[src/design/trdb_pkg.sv]
////////////////////////////////////////
// trace compressor shared definitions
// widths, instruction decode masks,
// packet formats, structs and payload
////////////////////////////////////////
package trdb_pkg;

    localparam int XLEN           = 32;
    localparam int ILEN           = 32;
    localparam int CAUSELEN       = 5;
    localparam int PRIVLEN        = 3;
    localparam int BRANCH_MAP_LEN = 24;

    // conditional branches
    localparam logic [ILEN-1:0] MASK_BEQ   = 32'h0000_707f;
    localparam logic [ILEN-1:0] MATCH_BEQ  = 32'h0000_0063;
    localparam logic [ILEN-1:0] MASK_BNE   = 32'h0000_707f;
    localparam logic [ILEN-1:0] MATCH_BNE  = 32'h0000_1063;
    localparam logic [ILEN-1:0] MASK_BLT   = 32'h0000_707f;
    localparam logic [ILEN-1:0] MATCH_BLT  = 32'h0000_4063;
    localparam logic [ILEN-1:0] MASK_BGE   = 32'h0000_707f;
    localparam logic [ILEN-1:0] MATCH_BGE  = 32'h0000_5063;
    localparam logic [ILEN-1:0] MASK_BLTU  = 32'h0000_707f;
    localparam logic [ILEN-1:0] MATCH_BLTU = 32'h0000_6063;
    localparam logic [ILEN-1:0] MASK_BGEU  = 32'h0000_707f;
    localparam logic [ILEN-1:0] MATCH_BGEU = 32'h0000_7063;

    // jumps whose target cannot be inferred from the program
    localparam logic [ILEN-1:0] MASK_JALR  = 32'h0000_707f;
    localparam logic [ILEN-1:0] MATCH_JALR = 32'h0000_0067;
    localparam logic [ILEN-1:0] MASK_MRET  = 32'hffff_ffff;
    localparam logic [ILEN-1:0] MATCH_MRET = 32'h3020_0073;
    localparam logic [ILEN-1:0] MASK_SRET  = 32'hffff_ffff;
    localparam logic [ILEN-1:0] MATCH_SRET = 32'h1020_0073;
    localparam logic [ILEN-1:0] MASK_URET  = 32'hffff_ffff;
    localparam logic [ILEN-1:0] MATCH_URET = 32'h0020_0073;

    typedef enum logic [1:0] {
        F_BRANCH = 2'd1,
        F_SYNC   = 2'd2,
        F_EXC    = 2'd3
    } trdb_format_t;

    // one retirement report from the core
    typedef struct packed {
        logic                valid;
        logic                exception;
        logic                interrupt;
        logic [CAUSELEN-1:0] cause;
        logic [PRIVLEN-1:0]  priv;
        logic [XLEN-1:0]     iaddr;
        logic [ILEN-1:0]     instr;
        logic                compressed;
    } trdb_instr_t;

    // classified instruction, relative to the previous traced one
    typedef struct packed {
        logic                traced;
        logic                exception;
        logic                interrupt;
        logic [CAUSELEN-1:0] cause;
        logic [PRIVLEN-1:0]  priv;
        logic [XLEN-1:0]     iaddr;
        logic                need_sync;
        logic                after_udisc;
        logic                record;
        logic                taken;
    } trdb_retired_t;

    // bit k of map is the k-th recorded branch, 1 means taken
    typedef struct packed {
        logic [4:0]                count;
        logic [BRANCH_MAP_LEN-1:0] map;
        logic                      pad;
    } trdb_branch_view_t;

    typedef struct packed {
        logic                interrupt;
        logic [CAUSELEN-1:0] cause;
        logic [PRIVLEN-1:0]  priv;
        logic [20:0]         pad;
    } trdb_exc_view_t;

    // format field selects the view
    typedef union packed {
        trdb_branch_view_t branch;
        trdb_exc_view_t    exc;
    } trdb_payload_u;

    // header word is format and payload, second word is the address
    typedef struct packed {
        trdb_format_t    format;
        trdb_payload_u   payload;
        logic [XLEN-1:0] addr;
    } trdb_packet_t;

endpackage

[src/design/trace_compressor.sv]
////////////////////////////////////////
// trace compressor top level
// retire stage, branch map, decider,
// packet FIFO and word serializer
////////////////////////////////////////
module trace_compressor #(
    parameter int FIFO_DEPTH = 4
) (
    input  logic                  clk_i,
    input  logic                  rst_ni,
    input  trdb_pkg::trdb_instr_t instr_i,
    input  logic                  trace_enable_i,
    output logic [31:0]           word_o,
    output logic                  word_valid_o,
    input  logic                  word_ready_i,
    output logic                  overflow_o
);
    import trdb_pkg::*;

    trdb_retired_t             retired;
    logic [BRANCH_MAP_LEN-1:0] map;
    logic [4:0]                count;
    logic                      map_full;
    logic                      flush;
    logic                      pkt_valid;
    trdb_packet_t              pkt;
    logic                      head_valid;
    logic                      head_ready;
    trdb_packet_t              head_pkt;

    trdb_retire_stage u_retire_stage (
        .clk_i          (clk_i),
        .rst_ni         (rst_ni),
        .instr_i        (instr_i),
        .trace_enable_i (trace_enable_i),
        .retired_o      (retired)
    );

    trdb_branch_map u_branch_map (
        .clk_i    (clk_i),
        .rst_ni   (rst_ni),
        .record_i (retired.record),
        .taken_i  (retired.taken),
        .flush_i  (flush),
        .map_o    (map),
        .count_o  (count),
        .full_o   (map_full)
    );

    trdb_packet_decide u_packet_decide (
        .clk_i       (clk_i),
        .rst_ni      (rst_ni),
        .retired_i   (retired),
        .map_i       (map),
        .count_i     (count),
        .full_i      (map_full),
        .flush_o     (flush),
        .pkt_valid_o (pkt_valid),
        .pkt_o       (pkt)
    );

    trdb_packet_fifo #(
        .FIFO_DEPTH (FIFO_DEPTH)
    ) u_packet_fifo (
        .clk_i       (clk_i),
        .rst_ni      (rst_ni),
        .push_i      (pkt_valid),
        .pkt_i       (pkt),
        .pop_valid_o (head_valid),
        .pkt_o       (head_pkt),
        .pop_ready_i (head_ready),
        .overflow_o  (overflow_o)
    );

    trdb_word_serializer u_word_serializer (
        .clk_i        (clk_i),
        .rst_ni       (rst_ni),
        .pkt_valid_i  (head_valid),
        .pkt_i        (head_pkt),
        .pkt_ready_o  (head_ready),
        .word_o       (word_o),
        .word_valid_o (word_valid_o),
        .word_ready_i (word_ready_i)
    );

endmodule

[src/design/trdb_branch_map.sv]
////////////////////////////////////////
// branch map: taken/not-taken bits
// and their count, record and flush
////////////////////////////////////////
module trdb_branch_map (
    input  logic                               clk_i,
    input  logic                               rst_ni,
    input  logic                               record_i,
    input  logic                               taken_i,
    input  logic                               flush_i,
    output logic [trdb_pkg::BRANCH_MAP_LEN-1:0] map_o,
    output logic [4:0]                         count_o,
    output logic                               full_o
);
    import trdb_pkg::*;

    logic [BRANCH_MAP_LEN-1:0] map_q;
    logic [4:0]                count_q;

    // on record with flush the outcome already left inside the packet
    always_ff @(posedge clk_i, negedge rst_ni) begin
        if (!rst_ni) begin
            map_q   <= '0;
            count_q <= '0;
        end else if (flush_i) begin
            map_q   <= '0;
            count_q <= '0;
        end else if (record_i) begin
            map_q[count_q] <= taken_i;
            count_q        <= count_q + 5'd1;
        end
    end

    assign map_o   = map_q;
    assign count_o = count_q;
    assign full_o  = count_q == 5'(BRANCH_MAP_LEN);

    a_count_bound: assert property (
        @(posedge clk_i) disable iff (!rst_ni)
        count_q <= 5'(BRANCH_MAP_LEN)
    ) else $error("branch map count above %0d", BRANCH_MAP_LEN);

endmodule

[src/design/trdb_packet_decide.sv]
////////////////////////////////////////
// packet decision: priority rules,
// payload view fill, packet register
////////////////////////////////////////
module trdb_packet_decide (
    input  logic                                clk_i,
    input  logic                                rst_ni,
    input  trdb_pkg::trdb_retired_t             retired_i,
    input  logic [trdb_pkg::BRANCH_MAP_LEN-1:0] map_i,
    input  logic [4:0]                          count_i,
    input  logic                                full_i,
    output logic                                flush_o,
    output logic                                pkt_valid_o,
    output trdb_pkg::trdb_packet_t              pkt_o
);
    import trdb_pkg::*;

    // map as it will be once this cycle's outcome is in
    logic [BRANCH_MAP_LEN-1:0] map_view;
    logic [4:0]                count_view;
    logic                      full_view;

    logic                      emit;
    trdb_packet_t              pkt_d;

    always_comb begin
        map_view   = map_i;
        count_view = count_i;
        if (retired_i.record) begin
            map_view[count_i] = retired_i.taken;
            count_view        = count_i + 5'd1;
        end
        full_view = full_i || (retired_i.record && count_i == 5'(BRANCH_MAP_LEN - 1));
    end

    always_comb begin
        emit          = 1'b0;
        flush_o       = 1'b0;
        pkt_d.format  = F_BRANCH;
        pkt_d.payload = '0;
        pkt_d.addr    = retired_i.iaddr;
        if (retired_i.traced) begin
            if (retired_i.exception) begin
                // map stays for the next packet
                emit                        = 1'b1;
                pkt_d.format                = F_EXC;
                pkt_d.payload.exc.interrupt = retired_i.interrupt;
                pkt_d.payload.exc.cause     = retired_i.cause;
                pkt_d.payload.exc.priv      = retired_i.priv;
            end else if (retired_i.need_sync || retired_i.after_udisc || full_view) begin
                emit                        = 1'b1;
                flush_o                     = 1'b1;
                pkt_d.format                = retired_i.need_sync ? F_SYNC : F_BRANCH;
                pkt_d.payload.branch.count  = count_view;
                pkt_d.payload.branch.map    = map_view;
            end
        end
    end

    always_ff @(posedge clk_i, negedge rst_ni) begin
        if (!rst_ni) begin
            pkt_valid_o <= 1'b0;
        end else begin
            pkt_valid_o <= emit;
        end
    end

    always_ff @(posedge clk_i) begin
        if (emit) begin
            pkt_o <= pkt_d;
        end
    end

    a_flush_format: assert property (
        @(posedge clk_i) disable iff (!rst_ni)
        flush_o |=> pkt_valid_o && pkt_o.format inside {F_SYNC, F_BRANCH}
    ) else $error("map flushed without a sync or branch packet");

endmodule

[src/design/trdb_packet_fifo.sv]
////////////////////////////////////////
// packet FIFO, first word fall through
// drops pushes when full, sticky flag
////////////////////////////////////////
module trdb_packet_fifo #(
    parameter int FIFO_DEPTH = 4
) (
    input  logic                   clk_i,
    input  logic                   rst_ni,
    input  logic                   push_i,
    input  trdb_pkg::trdb_packet_t pkt_i,
    output logic                   pop_valid_o,
    output trdb_pkg::trdb_packet_t pkt_o,
    input  logic                   pop_ready_i,
    output logic                   overflow_o
);
    import trdb_pkg::*;

    localparam int PTR_W = $clog2(FIFO_DEPTH);
    localparam int CNT_W = $clog2(FIFO_DEPTH + 1);

    trdb_packet_t     mem_q [FIFO_DEPTH];
    logic [PTR_W-1:0] wr_ptr_q;
    logic [PTR_W-1:0] rd_ptr_q;
    logic [CNT_W-1:0] count_q;
    logic             overflow_q;

    logic             full;
    logic             write;
    logic             read;

    assign full        = count_q == CNT_W'(FIFO_DEPTH);
    assign write       = push_i && !full;
    assign read        = pop_valid_o && pop_ready_i;
    assign pop_valid_o = count_q != '0;
    assign pkt_o       = mem_q[rd_ptr_q];
    assign overflow_o  = overflow_q;

    always_ff @(posedge clk_i, negedge rst_ni) begin
        if (!rst_ni) begin
            wr_ptr_q   <= '0;
            rd_ptr_q   <= '0;
            count_q    <= '0;
            overflow_q <= 1'b0;
        end else begin
            if (write) begin
                wr_ptr_q <= (wr_ptr_q == PTR_W'(FIFO_DEPTH - 1)) ? '0 : wr_ptr_q + 1'b1;
            end
            if (read) begin
                rd_ptr_q <= (rd_ptr_q == PTR_W'(FIFO_DEPTH - 1)) ? '0 : rd_ptr_q + 1'b1;
            end
            count_q <= count_q + CNT_W'(write) - CNT_W'(read);
            // set once, cleared only by reset
            if (push_i && full) begin
                overflow_q <= 1'b1;
            end
        end
    end

    always_ff @(posedge clk_i) begin
        if (write) begin
            mem_q[wr_ptr_q] <= pkt_i;
        end
    end

    a_no_read_empty: assert property (
        @(posedge clk_i) disable iff (!rst_ni)
        count_q == '0 |=> $stable(rd_ptr_q)
    ) else $error("packet FIFO read while empty");

endmodule

[src/design/trdb_retire_stage.sv]
////////////////////////////////////////
// input stage: registers the core
// report, decodes branches and jumps,
// keeps previous traced instruction
////////////////////////////////////////
module trdb_retire_stage (
    input  logic                    clk_i,
    input  logic                    rst_ni,
    input  trdb_pkg::trdb_instr_t   instr_i,
    input  logic                    trace_enable_i,
    output trdb_pkg::trdb_retired_t retired_o
);
    import trdb_pkg::*;

    logic               valid_q;
    logic               enable_q;
    trdb_instr_t        instr_q;

    // state of the previous traced instruction
    logic               prev_traced_q;
    logic               prev_branch_q;
    logic               prev_udisc_q;
    logic               prev_exc_q;
    logic [PRIVLEN-1:0] prev_priv_q;
    logic               prev_compressed_q;
    logic [XLEN-1:0]    prev_iaddr_q;

    logic               traced;
    logic               is_branch;
    logic               is_udisc;
    logic [XLEN-1:0]    seq_iaddr;

    always_ff @(posedge clk_i, negedge rst_ni) begin
        if (!rst_ni) begin
            valid_q  <= 1'b0;
            enable_q <= 1'b0;
        end else begin
            valid_q  <= instr_i.valid;
            enable_q <= trace_enable_i;
        end
    end

    always_ff @(posedge clk_i) begin
        instr_q <= instr_i;
    end

    assign traced = valid_q && enable_q;

    always_comb begin
        is_branch = ((instr_q.instr & MASK_BEQ)  == MATCH_BEQ)  ||
                    ((instr_q.instr & MASK_BNE)  == MATCH_BNE)  ||
                    ((instr_q.instr & MASK_BLT)  == MATCH_BLT)  ||
                    ((instr_q.instr & MASK_BGE)  == MATCH_BGE)  ||
                    ((instr_q.instr & MASK_BLTU) == MATCH_BLTU) ||
                    ((instr_q.instr & MASK_BGEU) == MATCH_BGEU);
        is_udisc  = ((instr_q.instr & MASK_JALR) == MATCH_JALR) ||
                    ((instr_q.instr & MASK_MRET) == MATCH_MRET) ||
                    ((instr_q.instr & MASK_SRET) == MATCH_SRET) ||
                    ((instr_q.instr & MASK_URET) == MATCH_URET);
    end

    // a gap in enable breaks the chain, the next traced one is first again
    always_ff @(posedge clk_i, negedge rst_ni) begin
        if (!rst_ni) begin
            prev_traced_q <= 1'b0;
            prev_branch_q <= 1'b0;
            prev_udisc_q  <= 1'b0;
            prev_exc_q    <= 1'b0;
            prev_priv_q   <= PRIVLEN'(3);
        end else if (!enable_q) begin
            prev_traced_q <= 1'b0;
        end else if (valid_q) begin
            prev_traced_q <= 1'b1;
            prev_branch_q <= is_branch;
            prev_udisc_q  <= is_udisc;
            prev_exc_q    <= instr_q.exception;
            prev_priv_q   <= instr_q.priv;
        end
    end

    always_ff @(posedge clk_i) begin
        if (traced) begin
            prev_iaddr_q      <= instr_q.iaddr;
            prev_compressed_q <= instr_q.compressed;
        end
    end

    assign seq_iaddr = prev_iaddr_q + (prev_compressed_q ? XLEN'(2) : XLEN'(4));

    always_comb begin
        retired_o.traced      = traced;
        retired_o.exception   = instr_q.exception;
        retired_o.interrupt   = instr_q.interrupt;
        retired_o.cause       = instr_q.cause;
        retired_o.priv        = instr_q.priv;
        retired_o.iaddr       = instr_q.iaddr;
        retired_o.need_sync   = traced && (!prev_traced_q || prev_exc_q ||
                                           (instr_q.priv != prev_priv_q));
        retired_o.after_udisc = traced && prev_traced_q && prev_udisc_q && !prev_exc_q;
        retired_o.record      = traced && prev_traced_q && prev_branch_q && !prev_exc_q;
        retired_o.taken       = instr_q.iaddr != seq_iaddr;
    end

endmodule

[src/design/trdb_word_serializer.sv]
////////////////////////////////////////
// word serializer: header word then
// address word under valid/ready
////////////////////////////////////////
module trdb_word_serializer (
    input  logic                   clk_i,
    input  logic                   rst_ni,
    input  logic                   pkt_valid_i,
    input  trdb_pkg::trdb_packet_t pkt_i,
    output logic                   pkt_ready_o,
    output logic [31:0]            word_o,
    output logic                   word_valid_o,
    input  logic                   word_ready_i
);
    import trdb_pkg::*;

    logic         busy_q;
    logic         addr_sel_q;
    trdb_packet_t pkt_q;
    logic         take_pkt;

    // next packet may load as the address word leaves
    assign pkt_ready_o = !busy_q || (addr_sel_q && word_ready_i);
    assign take_pkt    = pkt_valid_i && pkt_ready_o;

    always_ff @(posedge clk_i, negedge rst_ni) begin
        if (!rst_ni) begin
            busy_q     <= 1'b0;
            addr_sel_q <= 1'b0;
        end else if (take_pkt) begin
            busy_q     <= 1'b1;
            addr_sel_q <= 1'b0;
        end else if (busy_q && word_ready_i) begin
            busy_q     <= !addr_sel_q;
            addr_sel_q <= !addr_sel_q;
        end
    end

    always_ff @(posedge clk_i) begin
        if (take_pkt) begin
            pkt_q <= pkt_i;
        end
    end

    assign word_valid_o = busy_q;
    assign word_o       = addr_sel_q ? pkt_q.addr : {pkt_q.format, pkt_q.payload};

    a_word_stable: assert property (
        @(posedge clk_i) disable iff (!rst_ni)
        word_valid_o && !word_ready_i |=> word_valid_o && $stable(word_o)
    ) else $error("word changed while stalled");

endmodule

[config.mk]
export PLATFORM = sky130hd
export DESIGN_NAME = trace_compressor
export DESIGN_NICKNAME = d
export VERILOG_FILES = /design/src/design/trdb_pkg.sv /design/src/design/trace_compressor.sv /design/src/design/trdb_branch_map.sv /design/src/design/trdb_packet_decide.sv /design/src/design/trdb_packet_fifo.sv /design/src/design/trdb_retire_stage.sv /design/src/design/trdb_word_serializer.sv
export SDC_FILE = /design/constraint.sdc
export NUM_CORES = 1
export LEC_CHECK = 0
export ABC_AREA = 1
export BUFFER_PORTS_ARGS = -buffer_cell sky130_fd_sc_hd__buf_4
export CAP_MARGIN = 10
export CORE_ASPECT_RATIO = 1.5
export CORE_UTILIZATION = 35
export DETAILED_ROUTE_END_ITERATION = 10
export PLACE_DENSITY = 0.57
export SLEW_MARGIN = 20
export SYNTH_ARGS = -nofsm -noshare
export SYNTH_HDL_FRONTEND = slang
export SYNTH_HIERARCHICAL = 1
export SYNTH_SLANG_ARGS = --single-unit
[constraint.sdc]
create_clock -name clk_i -period 4.86 [get_ports clk_i]
set_input_delay 0.729 -clock clk_i [delete_from_list [all_inputs] [get_ports clk_i]]
set_output_delay 0.729 -clock clk_i [all_outputs]
set_load 0.005 [all_outputs]
==> impl_results.md <==
- Slowest stage delay, CP: 0.48 ns
- Final hold vios: 0
- Largest net degree at the start of global routing: 193
- Net switching power: 3.674 mW
- Syn avg cell area: 11.54 µm²
- Mapped Cells: 1,957
- CP Launch Point: u_retire_stage/prev_compressed_q
- Hold Buf Count CTS: 0
- Outcome: finished clean
- Largest vdd supply drop: 0.3635 mV
- Initial antenna violation count: 0
- Final worst path period need: 3.255 ns
- Critical path arrival: 3.74 ns
- DR vias: 13,550
- Overall Power: 12.60 mW
- DR iter-0 viols: 872
- Seq/Total Area, Yosys: 0.6739
- Sw frac: 0.2915
- Root Buffer: clkbuf_16
- Leak pwr: 10.15 nW
- First-pass GRT wire length: 78,480 µm
- Maximum clock path buffer count: 3
- Die span in y: 313.1 µm
- Max Freq: 307.2 MHz
- Cell Chain, Critical Path: ha_1, inv_1, fa_1, nor2_8, nand3_2, nor2_2, nand4_1, nand2_1, nand2_1, nor2_1, nand2_1, nor2_1, nand2_1, buf_4, nand2_2, nand3_1, nand2_1, inv_1
- Drt total wl: 50,970 µm
- Worst skew pair latency: 0.60 ns
- Top-area cell type share of the netlist area: 0.5531
- Synth Register Bits: 540
- Worst setup EP type: flip-flop
- Worst Skew: 0.02249 ns
- Die Wd: 209.4 µm
- Worst hold path type: input port to async pin
- Die ar.: 65,570 µm²
- Rows: 113
- Cell variety after synth: 49
- Gates resized, CTS repair: 0
- Clock slew at reported path FFs: 0.06 ns
- # setup viols final: 0
- Dpl hpwl: 34,770 µm
- Max-Cap Viols: 0
- Remaining routing DRC violations: 0
- Core area: 63,620 µm²
- Post-synth top area cell: edfxtp_1
- 1st-pass router iterations: 5
- CTS tree: built
- Worst-Margin Slew: 0.9854 ns
- Global route overflow: 0
- CP Data Required Time: 5.34 ns
- TritonCTS buffer count: 51
- Routed WL per cell: 17.71 µm
- Post-synth top flop: edfxtp_1
- RSZ-0062 raised after global routing: no
- CTS sink cnt: 540
- Tcrit/Tclk final: 0.6697
- Post-synthesis net count: 2,056
- Sequential Power Share: 0.474
- CP max-delay cell: fa_1
- Port Buffers: 113
- Post-CTS setup buffers: 0
- Slew HR: 0.3415
- H-tree levels: 2
- Vias per cell: 4.707
- Clock share of power: 0.338
- Pins Over Slew Limit: 0
- CP Class: flip-flop to flip-flop
- Top cells by area, synth: edfxtp_1 55%, nand2_1 9.1%, dfxtp_1 6.6%, dfrtp_1 5.2%, o211ai_1 4.5%
- Critical path peak fanout: 30
- PwrDens: 493.9 nW/µm²
- Area Overhead vs Synth: 12.98%
- Gate power share: 0.189
- Detail Route Antenna Nets: 0
- Gr usage total: 0.1578
- Setup TNS: 0 ns
- Syn Std Cell Area: 22,590 µm²
- Final #Nets: 2,130
- Number of synthesized flops with an enable pin: 416
- Starting density of the core: 0.3550
- I/O Pins: 114
- Cell mode on critical path: nand2_1
- GPL Wtd Cong: 0.8865
- Worst setup SP type: flip-flop
- Fraction of registers with async set/reset: 0.09074
- Syn. warnings: 6
- Inserted Diodes: 0
- Vias in the first global route: 13,530
- Worst R2R Start: u_retire_stage/prev_compressed_q
- Pint: 8.930 mW
- Share of post-route cells with drive strength above 1: 0.1529
[power groups by stage]
stage	logic, mW	registers (mW)	clock network (mW)
floorplan	1.84	5.90	0
global placement	2.41	6.06	0
detailed placement	2.46	6.08	0
CTS	2.46	5.98	4.37
global route	2.68	6.03	4.56
finish	2.38	5.97	4.26
[cell usage in the layout (no fill, tap or decap), drive strengths merged]
cell type,instances
nand4,16
o31ai,1
o2111ai,1
fa,2
nor3b,2
o21bai,5
nor3,9
nor4,5
or2,2
a21oi,30
dfxtp,75
edfxtp,416
clkinv,18
buf,132
nor2,99
nand3b,6
clkbuf,61
inv,237
clkinvlp,6
nand3,92
dfrtp,47
xnor2,16
xor2,14
o22ai,1
dfstp,2
conb,1
o21a,1
o211ai,135
bufinv,7
nand2,581
o21ai,36
ha,17
[registers in the layout (all words and copies together) (netlist names), 3 cells and up]
name                         flops
u_branch_map/map_o              24
u_retire_stage/instr_q          33
u_retire_stage/retired_o        42
u_retire_stage/prev_priv_q       3
u_retire_stage/prev_iaddr_q     32
u_packet_decide/pkt_o           63
u_branch_map/count_o             5
u_word_serializer/pkt_q         64
u_packet_fifo/count_q            3
u_packet_fifo/mem_q            256
[layout make-up]
cell class | instances | area, µm²
fill | 5998 | 38110
sequential | 540 | 15230
multi-input combinational | 1072 | 5568
clock buffer | 61 | 1409
tap | 805 | 1007
timing repair buffer | 132 | 1003
inverter | 234 | 894.6
clock inverter | 34 | 409.1
[path summary, 6_finish.rpt]
check	to	slack, ns	depth (start not counted)
hold reg to reg	u_retire_stage/prev_compressed_q	0.41	0
min in group clk_i	u_retire_stage/retired_o[18]	0.23	1
setup / recovery	u_branch_map/map_o[21]	1.61	18
setup reg to reg	u_branch_map/map_o[21]	1.61	18
max in group asynchronous	u_packet_fifo/rd_ptr_q[0]	4.12	1
hold / removal	u_branch_map/count_o[2]	0.19	1
[Yosys cell counts, drive strengths merged, types with 2 or more instances]
library cell	instances
nand2	581
edfxtp	416
inv	232
o211ai	135
buf	106
nor2	99
nand3	92
dfxtp	75
dfrtp	47
o21ai	36
a21oi	30
ha	17
nand4	16
xnor2	16
xor2	14
nor3	9
nand3b	6
clkbuf	5
nor4	5
o21bai	5
clkinv	2
dfstp	2
fa	2
nor3b	2
or2	2
[worst max-delay path, delay by kind of cell (launching register included)]
| family | cells | cell delay (ns) |
|---|---|---|
| fa+ha+maj | 2 | 0.69 |
| buf+inv | 3 | 0.34 |
| flops | 1 | 0.40 |
| simple gates | 13 | 1.67 |
[cells by family (layout without fill, tap and decap cells)]
family | after synthesis | after routing | share of synthesized area
compound gates | 210 | 210 | 0.06437
xor+xnor | 30 | 30 | 0.01163
fa+ha+maj | 19 | 19 | 0.01119
buf+inv | 345 | 461 | 0.08121
flops | 540 | 540 | 0.6739
other cells | 1 | 1 | 0.0001660
simple gates | 812 | 812 | 0.1575
[through the flow]
step | setup WS, ns | cell area [µm²] | hold WS, ns | util | instances
6_report | 1.605 | 25520 | 0.1909 | 0.4011 | 2878
5_1_grt | 1.313 | 25520 | 0.1953 | 0.4011 | 2878
4_1_cts | 1.575 | 25520 | 0.1917 | 0.4011 | 2878
3_5_place_dp | 1.587 | 23700 | 0.3963 | 0.3725 | 2783
3_3_place_gp | 1.649 | 23700 | 0.3948 | 0.3725 | 2783
2_1_floorplan | 0.9739 | 22590 | 0.3855 | - | 1957
[metal layers]
metal,track usage,vias up,wire length [µm]
li1,-,6681,-
met1,0.1878,6463,20840
met2,0.2820,321,26130
met3,0.02685,82,2216
met4,0.06217,0,1781
met5,0,-,0
No activity file was read; power rests on OpenSTA's default activity.
